[src/rtl/cpu_isa_pkg.sv]
//####################
// isa-side types for instruction fetch and the load/store path
// modules pull these in with a wildcard import in their header
//####################
package cpu_isa_pkg;

    // one data or address word
    typedef logic [31:0] word_t;

    // exception cause, same encoding as the full pipeline
    typedef logic [3:0] exc_code_t;

    localparam exc_code_t EXC_NONE          = 4'd0;
    localparam exc_code_t EXC_IA_MISALIGNED = 4'd1;
    localparam exc_code_t EXC_DA_MISALIGNED = 4'd8;

    // sequential fetch moves one word at a time
    localparam word_t INSTR_STEP = 32'd4;

    // width of one load/store access
    typedef enum logic [1:0] {
        SIZE_BYTE = 2'd0,
        SIZE_HALF = 2'd1,
        SIZE_WORD = 2'd2
    } access_size_t;

    // request from the pipeline into the load/store unit
    typedef struct packed {
        word_t        addr;
        word_t        wdata;
        access_size_t size;
        logic         write;
        logic         load_signed;
    } lsu_req_t;

    // load result, or zero for a store
    typedef struct packed {
        word_t     rdata;
        exc_code_t exc;
    } lsu_rsp_t;

    // one fetched instruction with its address
    typedef struct packed {
        word_t     pc;
        word_t     instr;
        exc_code_t exc;
    } fetch_out_t;

    // big-endian lanes, index 0 is the most significant one
    // byte offset 0 lands on lane_b[0], halfword offset 0 on lane_h[0]
    typedef union packed {
        logic [0:3][7:0]  lane_b;
        logic [0:1][15:0] lane_h;
    } lane_word_u;

endpackage

[src/rtl/cpu_bus_pkg.sv]
//####################
// shared external bus, request/response words and master ids
//####################
package cpu_bus_pkg;

    import cpu_isa_pkg::word_t;

    // master side of one transfer
    // held stable from req rise until the ready cycle
    typedef struct packed {
        logic  req;
        logic  we;
        word_t addr;
        word_t wdata;
    } bus_req_t;

    // slave side, rdata valid only with ready
    typedef struct packed {
        logic  ready;
        word_t rdata;
    } bus_rsp_t;

    // owner encoding inside the arbiter
    localparam logic MASTER_FETCH = 1'b0;
    localparam logic MASTER_DATA  = 1'b1;

endpackage

[src/rtl/bus_arbiter.sv]
`timescale 1ns/1ns
//####################
// fixed-priority arbiter, data over fetch
// the owner keeps the bus until its ready cycle
//####################
module bus_arbiter
    import cpu_bus_pkg::*;
(
    input  logic     clk,
    input  logic     i_rst_n,
    input  bus_req_t i_fetch_req,
    input  bus_req_t i_data_req,
    input  bus_rsp_t i_bus_rsp,
    output bus_rsp_t o_fetch_rsp,
    output bus_rsp_t o_data_rsp,
    output bus_req_t o_bus_req
);

    logic owner_q;
    logic locked_q;
    logic owner;

    // free bus picks combinationally, so a grant costs no cycle
    always_comb begin
        if (locked_q) begin
            owner = owner_q;
        end else if (i_data_req.req) begin
            owner = MASTER_DATA;
        end else begin
            owner = MASTER_FETCH;
        end
    end

    assign o_bus_req = (owner == MASTER_DATA) ? i_data_req : i_fetch_req;

    // rdata fans out, ready only to the owner
    always_comb begin
        o_fetch_rsp       = i_bus_rsp;
        o_data_rsp        = i_bus_rsp;
        o_fetch_rsp.ready = i_bus_rsp.ready && (owner == MASTER_FETCH);
        o_data_rsp.ready  = i_bus_rsp.ready && (owner == MASTER_DATA);
    end

    // lock across a transfer that did not finish this cycle
    always_ff @(posedge clk) begin
        if (!i_rst_n) begin
            owner_q  <= MASTER_FETCH;
            locked_q <= 1'b0;
        end else if (o_bus_req.req && !i_bus_rsp.ready) begin
            owner_q  <= owner;
            locked_q <= 1'b1;
        end else begin
            locked_q <= 1'b0;
        end
    end

    // an open transfer keeps its owner, and the bus sees the same request
    // even if the other master starts asking meanwhile
    a_owner_locked: assert property (
        @(posedge clk) disable iff (!i_rst_n)
        o_bus_req.req && !i_bus_rsp.ready |=> owner == $past(owner) && $stable(o_bus_req)
    );

endmodule

[src/rtl/cpu_mem_front.sv]
`timescale 1ns/1ns
//####################
// memory side of the cpu, fetch and load/store on one bus
//####################
module cpu_mem_front
    import cpu_isa_pkg::*;
    import cpu_bus_pkg::*;
(
    input  logic       clk,
    input  logic       i_rst_n,
    input  logic       i_redirect,
    input  word_t      i_redirect_pc,
    input  logic       i_fetch_stall,
    input  logic       i_lsu_valid,
    input  lsu_req_t   i_lsu_req,
    input  bus_rsp_t   i_bus_rsp,
    output fetch_out_t o_fetch,
    output logic       o_fetch_valid,
    output logic       o_lsu_busy,
    output lsu_rsp_t   o_lsu_rsp,
    output logic       o_lsu_rsp_valid,
    output bus_req_t   o_bus_req
);

    // master-side links to the arbiter
    bus_req_t fetch_req;
    bus_rsp_t fetch_rsp;
    bus_req_t data_req;
    bus_rsp_t data_rsp;

    fetch_unit u_fetch (
        .clk           (clk),
        .i_rst_n       (i_rst_n),
        .i_redirect    (i_redirect),
        .i_redirect_pc (i_redirect_pc),
        .i_fetch_stall (i_fetch_stall),
        .i_bus_rsp     (fetch_rsp),
        .o_bus_req     (fetch_req),
        .o_fetch       (o_fetch),
        .o_fetch_valid (o_fetch_valid)
    );

    load_store_unit u_lsu (
        .clk             (clk),
        .i_rst_n         (i_rst_n),
        .i_lsu_valid     (i_lsu_valid),
        .i_lsu_req       (i_lsu_req),
        .i_bus_rsp       (data_rsp),
        .o_bus_req       (data_req),
        .o_lsu_busy      (o_lsu_busy),
        .o_lsu_rsp       (o_lsu_rsp),
        .o_lsu_rsp_valid (o_lsu_rsp_valid)
    );

    bus_arbiter u_arb (
        .clk         (clk),
        .i_rst_n     (i_rst_n),
        .i_fetch_req (fetch_req),
        .i_data_req  (data_req),
        .i_bus_rsp   (i_bus_rsp),
        .o_fetch_rsp (fetch_rsp),
        .o_data_rsp  (data_rsp),
        .o_bus_req   (o_bus_req)
    );

endmodule

[src/rtl/fetch_unit.sv]
`timescale 1ns/1ns
//####################
// sequential instruction fetch, one bus word in flight
// a redirect starts it, the consumer drains items by valid/stall
//####################
module fetch_unit
    import cpu_isa_pkg::*;
    import cpu_bus_pkg::*;
(
    input  logic       clk,
    input  logic       i_rst_n,
    input  logic       i_redirect,
    input  word_t      i_redirect_pc,
    input  logic       i_fetch_stall,
    input  bus_rsp_t   i_bus_rsp,
    output bus_req_t   o_bus_req,
    output fetch_out_t o_fetch,
    output logic       o_fetch_valid
);

    typedef enum logic [1:0] {
        ST_IDLE,
        ST_BUSY,
        ST_HOLD
    } state_t;

    state_t    state_q;
    state_t    state_d;
    logic      pend_q;
    logic      pend_d;
    word_t     pend_pc_q;
    // pc_q is the bus address while busy and the item pc while holding
    word_t     pc_q;
    word_t     instr_q;
    exc_code_t exc_q;

    logic      xfer_done;
    logic      pend_set;
    logic      take_en;
    word_t     take_pc;
    logic      take_ok;
    logic      consume;

    assign xfer_done = (state_q == ST_BUSY) && i_bus_rsp.ready;
    // redirect mid-transfer, park the target and drop the data later
    assign pend_set  = (state_q == ST_BUSY) && !i_bus_rsp.ready && i_redirect;
    // new target now, or the parked one once the old transfer ends
    assign take_en   = (i_redirect && !pend_set) || (xfer_done && pend_q);
    assign take_pc   = i_redirect ? i_redirect_pc : pend_pc_q;
    assign take_ok   = (take_pc[1:0] == 2'b00);
    assign consume   = (state_q == ST_HOLD) && !i_fetch_stall;

    always_comb begin
        state_d = state_q;
        pend_d  = pend_q;
        if (pend_set) begin
            pend_d = 1'b1;
        end else if (take_en) begin
            pend_d = 1'b0;
            // misaligned target goes straight to an exception item
            state_d = take_ok ? ST_BUSY : ST_HOLD;
        end else if (xfer_done) begin
            state_d = ST_HOLD;
        end else if (consume) begin
            // after an exception item fetch waits for a redirect
            state_d = (exc_q == EXC_NONE) ? ST_BUSY : ST_IDLE;
        end
    end

    always_ff @(posedge clk) begin
        if (!i_rst_n) begin
            state_q <= ST_IDLE;
            pend_q  <= 1'b0;
        end else begin
            state_q <= state_d;
            pend_q  <= pend_d;
        end
    end

    always_ff @(posedge clk) begin
        if (pend_set) begin
            pend_pc_q <= i_redirect_pc;
        end else if (take_en) begin
            pc_q    <= take_pc;
            instr_q <= '0;
            exc_q   <= take_ok ? EXC_NONE : EXC_IA_MISALIGNED;
        end else if (xfer_done) begin
            instr_q <= i_bus_rsp.rdata;
            exc_q   <= EXC_NONE;
        end else if (consume && exc_q == EXC_NONE) begin
            pc_q <= pc_q + INSTR_STEP;
        end
    end

    // read-only master
    always_comb begin
        o_bus_req.req   = (state_q == ST_BUSY);
        o_bus_req.we    = 1'b0;
        o_bus_req.addr  = pc_q;
        o_bus_req.wdata = '0;
    end

    assign o_fetch_valid = (state_q == ST_HOLD);

    always_comb begin
        o_fetch.pc    = pc_q;
        o_fetch.instr = instr_q;
        o_fetch.exc   = exc_q;
    end

    // bus rule, nothing moves until the ready cycle
    a_req_stable: assert property (
        @(posedge clk) disable iff (!i_rst_n)
        o_bus_req.req && !i_bus_rsp.ready |=> o_bus_req.req && $stable(o_bus_req)
    );

endmodule

[src/rtl/load_store_unit.sv]
`timescale 1ns/1ns
//####################
// load/store sequencer on the shared bus
// sub-word stores run as read, lane merge, write
//####################
module load_store_unit
    import cpu_isa_pkg::*;
    import cpu_bus_pkg::*;
(
    input  logic     clk,
    input  logic     i_rst_n,
    input  logic     i_lsu_valid,
    input  lsu_req_t i_lsu_req,
    input  bus_rsp_t i_bus_rsp,
    output bus_req_t o_bus_req,
    output logic     o_lsu_busy,
    output lsu_rsp_t o_lsu_rsp,
    output logic     o_lsu_rsp_valid
);

    typedef enum logic [1:0] {
        ST_IDLE,
        ST_READ,
        ST_WRITE,
        ST_RSP
    } state_t;

    state_t     state_q;
    state_t     state_d;
    lsu_req_t   req_q;
    // store word going out, or raw word read back
    word_t      data_q;
    exc_code_t  exc_q;

    logic       accept;
    logic       misaligned;
    logic       in_sub_word;
    logic [1:0] offset;
    lane_word_u merge_lane;
    lane_word_u load_lane;
    logic [7:0]  load_byte;
    logic [15:0] load_half;
    word_t      load_data;

    assign accept      = i_lsu_valid && (state_q == ST_IDLE);
    assign in_sub_word = (i_lsu_req.size != SIZE_WORD);
    assign offset      = req_q.addr[1:0];

    // word on a 4-byte boundary, half on 2, byte anywhere
    always_comb begin
        case (i_lsu_req.size)
            SIZE_WORD: misaligned = (i_lsu_req.addr[1:0] != 2'b00);
            SIZE_HALF: misaligned = i_lsu_req.addr[0];
            default:   misaligned = 1'b0;
        endcase
    end

    always_comb begin
        state_d = state_q;
        case (state_q)
            ST_IDLE: begin
                if (accept && misaligned) begin
                    // no bus traffic, answer next cycle
                    state_d = ST_RSP;
                end else if (accept && i_lsu_req.write && !in_sub_word) begin
                    state_d = ST_WRITE;
                end else if (accept) begin
                    state_d = ST_READ;
                end
            end
            ST_READ: begin
                // only a sub-word store needs the write pass
                if (i_bus_rsp.ready) begin
                    state_d = req_q.write ? ST_WRITE : ST_RSP;
                end
            end
            ST_WRITE: begin
                if (i_bus_rsp.ready) begin
                    state_d = ST_RSP;
                end
            end
            default: begin
                state_d = ST_IDLE;
            end
        endcase
    end

    always_ff @(posedge clk) begin
        if (!i_rst_n) begin
            state_q <= ST_IDLE;
        end else begin
            state_q <= state_d;
        end
    end

    always_ff @(posedge clk) begin
        if (accept) begin
            req_q  <= i_lsu_req;
            data_q <= i_lsu_req.wdata;
            exc_q  <= misaligned ? EXC_DA_MISALIGNED : EXC_NONE;
        end else if (state_q == ST_READ && i_bus_rsp.ready) begin
            data_q <= req_q.write ? word_t'(merge_lane) : i_bus_rsp.rdata;
        end
    end

    // replace one lane of the word just read
    always_comb begin
        merge_lane = i_bus_rsp.rdata;
        case (req_q.size)
            SIZE_BYTE: merge_lane.lane_b[offset] = req_q.wdata[7:0];
            SIZE_HALF: merge_lane.lane_h[offset[1]] = req_q.wdata[15:0];
            default:   merge_lane = req_q.wdata;
        endcase
    end

    // pick the lane back out, then sign or zero extend
    always_comb begin
        load_lane = data_q;
        load_byte = load_lane.lane_b[offset];
        load_half = load_lane.lane_h[offset[1]];
        case (req_q.size)
            SIZE_BYTE: load_data = {{24{req_q.load_signed & load_byte[7]}}, load_byte};
            SIZE_HALF: load_data = {{16{req_q.load_signed & load_half[15]}}, load_half};
            default:   load_data = data_q;
        endcase
    end

    // bus always sees the word address
    always_comb begin
        o_bus_req.req   = (state_q == ST_READ) || (state_q == ST_WRITE);
        o_bus_req.we    = (state_q == ST_WRITE);
        o_bus_req.addr  = {req_q.addr[31:2], 2'b00};
        o_bus_req.wdata = data_q;
    end

    assign o_lsu_busy      = (state_q != ST_IDLE);
    assign o_lsu_rsp_valid = (state_q == ST_RSP);

    // stores and faults return zero data
    always_comb begin
        o_lsu_rsp.rdata = (req_q.write || exc_q != EXC_NONE) ? '0 : load_data;
        o_lsu_rsp.exc   = exc_q;
    end

    // a strobe while busy would be dropped
    a_no_accept_busy: assert property (
        @(posedge clk) disable iff (!i_rst_n)
        i_lsu_valid |-> !o_lsu_busy
    );

    // writes come only from an accepted, aligned store
    a_write_is_store: assert property (
        @(posedge clk) disable iff (!i_rst_n)
        o_bus_req.req && o_bus_req.we |-> req_q.write && exc_q == EXC_NONE
    );

endmodule

[config.mk]
export PLATFORM = sky130hd
export DESIGN_NAME = cpu_mem_front
export DESIGN_NICKNAME = d
export VERILOG_FILES = /design/src/rtl/cpu_isa_pkg.sv /design/src/rtl/cpu_bus_pkg.sv /design/src/rtl/bus_arbiter.sv /design/src/rtl/cpu_mem_front.sv /design/src/rtl/fetch_unit.sv /design/src/rtl/load_store_unit.sv
export SDC_FILE = /design/constraint.sdc
export NUM_CORES = 1
export LEC_CHECK = 0
export BUFFER_PORTS_ARGS = -buffer_cell sky130_fd_sc_hd__buf_4
export CORE_UTILIZATION = 41
export CTS_CLUSTER_DIAMETER = 60
export DETAILED_ROUTE_END_ITERATION = 16
export GPL_TIMING_DRIVEN = 0
export PLACE_DENSITY = 0.66
export SLEW_MARGIN = 10
export SYNTH_ARGS = -nofsm -noshare
export SYNTH_HDL_FRONTEND = slang
export SYNTH_SLANG_ARGS = --single-unit
[constraint.sdc]
create_clock -name clk -period 8.63 [get_ports clk]
set_clock_uncertainty 0.05 [all_clocks]
set_input_delay 1.2945 -clock clk [delete_from_list [all_inputs] [get_ports clk]]
set_output_delay 1.2945 -clock clk [all_outputs]
set_load 0.05 [all_outputs]
==> flow_summary.yaml <==
status:
  status: "complete, no violations"
die:
  chipHeight_um: 159.9
  die_x_um: 159.9
  initial_utilization_pct: 41.93
  rows: 57
  die_area_mm2: 0.02558
  io_pins: 311
  core-area_mm2: 0.02439
power:
  total_power_mw: 5.185
  seq_power_share_pct: 29.4
  power.switching_mw: 2.477
  p_sw_share_pct: 47.78
  p_int_mw: 2.708
  combPwrFrac_pct: 51.9
  pwr-share-clk_pct: 18.7
  powerDensity_mw_per_mm2: 375.0
  peakVddDrop_mv: 0.3182
  p_leak_nw: 5.755
route:
  wl_met1_um: 14690
  drtAntennaViolNets: 0
  drt_wl_total_um: 33950
  vias: 8661
  vias_per_cell: 5.464
  drc_errors: 0
  drt-pass1-iter-count: 6
  route.met3.wl_um: 2950
  wl_per_cell_um: 21.42
  dr.first_iter.drc_count: 761
  top_layer: "met4"
  met2_length_um: 15410
timing:
  hold_violations: 0
  grt_setup_unrepaired: "false"
  setup_viol: 0
  fin_crit_sh_pct: 52.41
  tns_ns: 0
  worst_slew_pin_slew_ns: 1.002
  slew_violations: 0
  fmaxAchievable_mhz: 221.1
  slew_headroom_pct: 32.69
  post-route-min-period_ns: 4.523
worst_setup_path:
  worst-r2r-setup-slack_ns: 5.14
  crit_required_ns: 7.29
  crit_type: "reg2out"
  slowest_delay_ns: 0.53
  path_cells: "inv_1 -> ha_1 -> mux2i_1 -> clkbuf_1 -> clkbuf_1 -> nand2_1 -> nand2_1 -> buf_4"
  crit_slowest_cell: "clkbuf_1"
  critPathMaxFanout: 10
  startpoint_type: "flip-flop"
  r2r_cells: 10
  end_kind: "output pin"
  worstPathArrival_ns: 3.18
clock_tree:
  hold_buffers: 0
  cts.sinks: 205
  clock_latency_ns: 0.52
  cts-root-buf: "clkbuf_16"
  clockBufferDepth: 3
  clk_pin_slew_worst_paths_ns: 0.06
  htreeDepth: 1
  cts_tree: "yes"
  post_cts_buffers: 0
  numCtsBuffers: 25
  cts-resized-gates: 0
flow_run:
  maxCapViolations: 0
placement:
  place_hpwl_um: 24940
  gp_congestion: 0.8939
  placed_cell_area_mm2: 0.01308
  port_buffers: 304
layout:
  final_common_cell: "buf_4"
  most-common-layout-cells: "buf_4 (310), edfxtp_1 (198), nand2_1 (130)"
  area_delta_synth_final_pct: 35.21
  fillers: 2182
  fin_util_pct: 56.69
  drive_gt1_share_pct: 31.56
  final_nets: 1386
  final_area_mm2: 0.01383
logic_synthesis:
  synthFlopType: "edfxtp_1"
  synth_warnings: 0
  synthCells: 900
  seq_area_frac_synth_pct: 59.51
  syn_area_per_cell_um2: 11.36
  ys_types: 54
  synth_edf_count: 198
  synthesis.area_mm2: 0.01023
  ys_async_sr_fraction_pct: 0
  synth-seq-cells: 205
grt:
  gr-usage-all-layers_pct: 25.77
  antenna_found_initial: 2
  grt_overflow: 0
  grt_pass1_wl_um: 49760
  first_global_vias: 8212
  grt_start_max_net_pins: 47
worst_hold_path:
  hold_depth: 2
  min_path_type: "reg2reg"
[kinds of logic (layout without fill, tap and decap cells)]
| group | Yosys count | after routing | synth area share [%] |
|---|---|---|---|
| simple gates | 343 | 343 | 16.07 |
| flops | 205 | 205 | 59.51 |
| compound gates | 196 | 196 | 13.67 |
| buf+inv | 84 | 437 | 3.597 |
| mux | 37 | 37 | 3.952 |
| xor+xnor | 27 | 27 | 2.313 |
| fa+ha+maj | 7 | 7 | 0.8564 |
| other cells | 1 | 9 | 0.03667 |
[sequential cells by signal, summed over array words and instances (netlist names), 30 cells and up]
register,count
u_lsu.req_q,36
u_fetch.instr_q,32
u_fetch.pc_q,32
u_fetch.pend_pc_q,32
u_lsu.data_q,32
u_lsu.o_bus_req,30
[power groups by stage]
stage | Clock, mW | Sequential (mW) | Combinational [mW]
2_1_floorplan | 0 | 1.62 | 1.68
3_3_place_gp | 0 | 1.56 | 2.63
3_5_place_dp | 0 | 1.54 | 2.68
4_1_cts | 0.984 | 1.52 | 2.69
5_1_grt | 1.02 | 1.54 | 2.82
6_report | 0.971 | 1.52 | 2.69
[layout make-up]
type                    instances  area [µm²]  share of cell area [%]
clock inverters                12       87.58                  0.6334
multi-input cells             616        3826                   27.67
diodes                          3       7.507                 0.05429
plain buffers                  60       281.5                   2.036
repair buffers                309        2391                   17.29
clock buffers                  32       651.9                   4.715
well taps                     324       405.4                   2.932
flip-flops and latches        205        6086                   44.01
inverters                      24       90.09                  0.6515
[synthesized netlist by cell type, types with 3 or more instances]
library cell | n | area, µm²
xor2_1 | 20 | 175.2
nand2_1 | 131 | 491.7
and3_1 | 8 | 50.05
nor3_1 | 6 | 30.03
buf_1 | 4 | 15.01
nand3_1 | 13 | 65.06
a21o_1 | 17 | 127.6
nand2b_1 | 4 | 25.02
a22o_1 | 8 | 70.07
buf_2 | 12 | 60.06
o21ai_0 | 26 | 130.1
inv_1 | 23 | 86.33
nand4_1 | 11 | 68.82
edfxtp_1 | 198 | 5946
mux2_2 | 17 | 191.4
and2_1 | 70 | 437.9
clkbuf_1 | 36 | 135.1
o22ai_1 | 17 | 106.4
nor2_1 | 66 | 247.7
a211oi_1 | 23 | 172.7
a222oi_1 | 7 | 70.07
ha_1 | 7 | 87.58
a21oi_1 | 39 | 195.2
buf_4 | 6 | 45.04
a221oi_1 | 24 | 210.2
a31o_2 | 8 | 70.07
dfxtp_1 | 7 | 140.1
o31ai_1 | 3 | 22.52
a221o_1 | 7 | 70.07
xnor2_1 | 7 | 61.31
a31oi_1 | 3 | 18.77
nor2b_1 | 24 | 150.1
mux2i_1 | 19 | 190.2
[metrics by stage]
step                      hold WS (ns)  worst slack (ns)  instances
after detailed placement        0.4511             4.600       1538
final                           0.4530             4.107       1585
after CTS                       0.4590             4.085       1582
after floorplan                 0.4116             3.871        905
after global placement          0.4286             2.049       1533
after global routing            0.4799             3.863       1584
[layer usage]
metal,vias to the layer above,global-route usage [%]
met2,413,39.15
li1,3999,-
met1,4195,36.96
met5,-,0
met4,0,8.225
met3,54,5.169
[worst max-delay path: cells and delay by family, from the launching register on]
| kind | cells | cell delay, ns |
|---|---|---|
| muxes | 1 | 0.48 |
| and+or+nand+nor | 2 | 0.19 |
| adders and majority gates | 1 | 0.37 |
| buffers and inverters | 4 | 1.22 |
| DFF | 1 | 0.38 |
[final timing paths]
| check | from | to |
|---|---|---|
| hold / removal | u_arb.owner_q | u_arb.owner_q |
| hold reg to reg | u_arb.owner_q | u_arb.owner_q |
| setup reg to reg | u_lsu.state_q[0] | u_fetch.pc_q[26] |
| setup / recovery | u_lsu.state_q[0] | o_bus_req[59] |
Power figures use the tool's default switching activity.
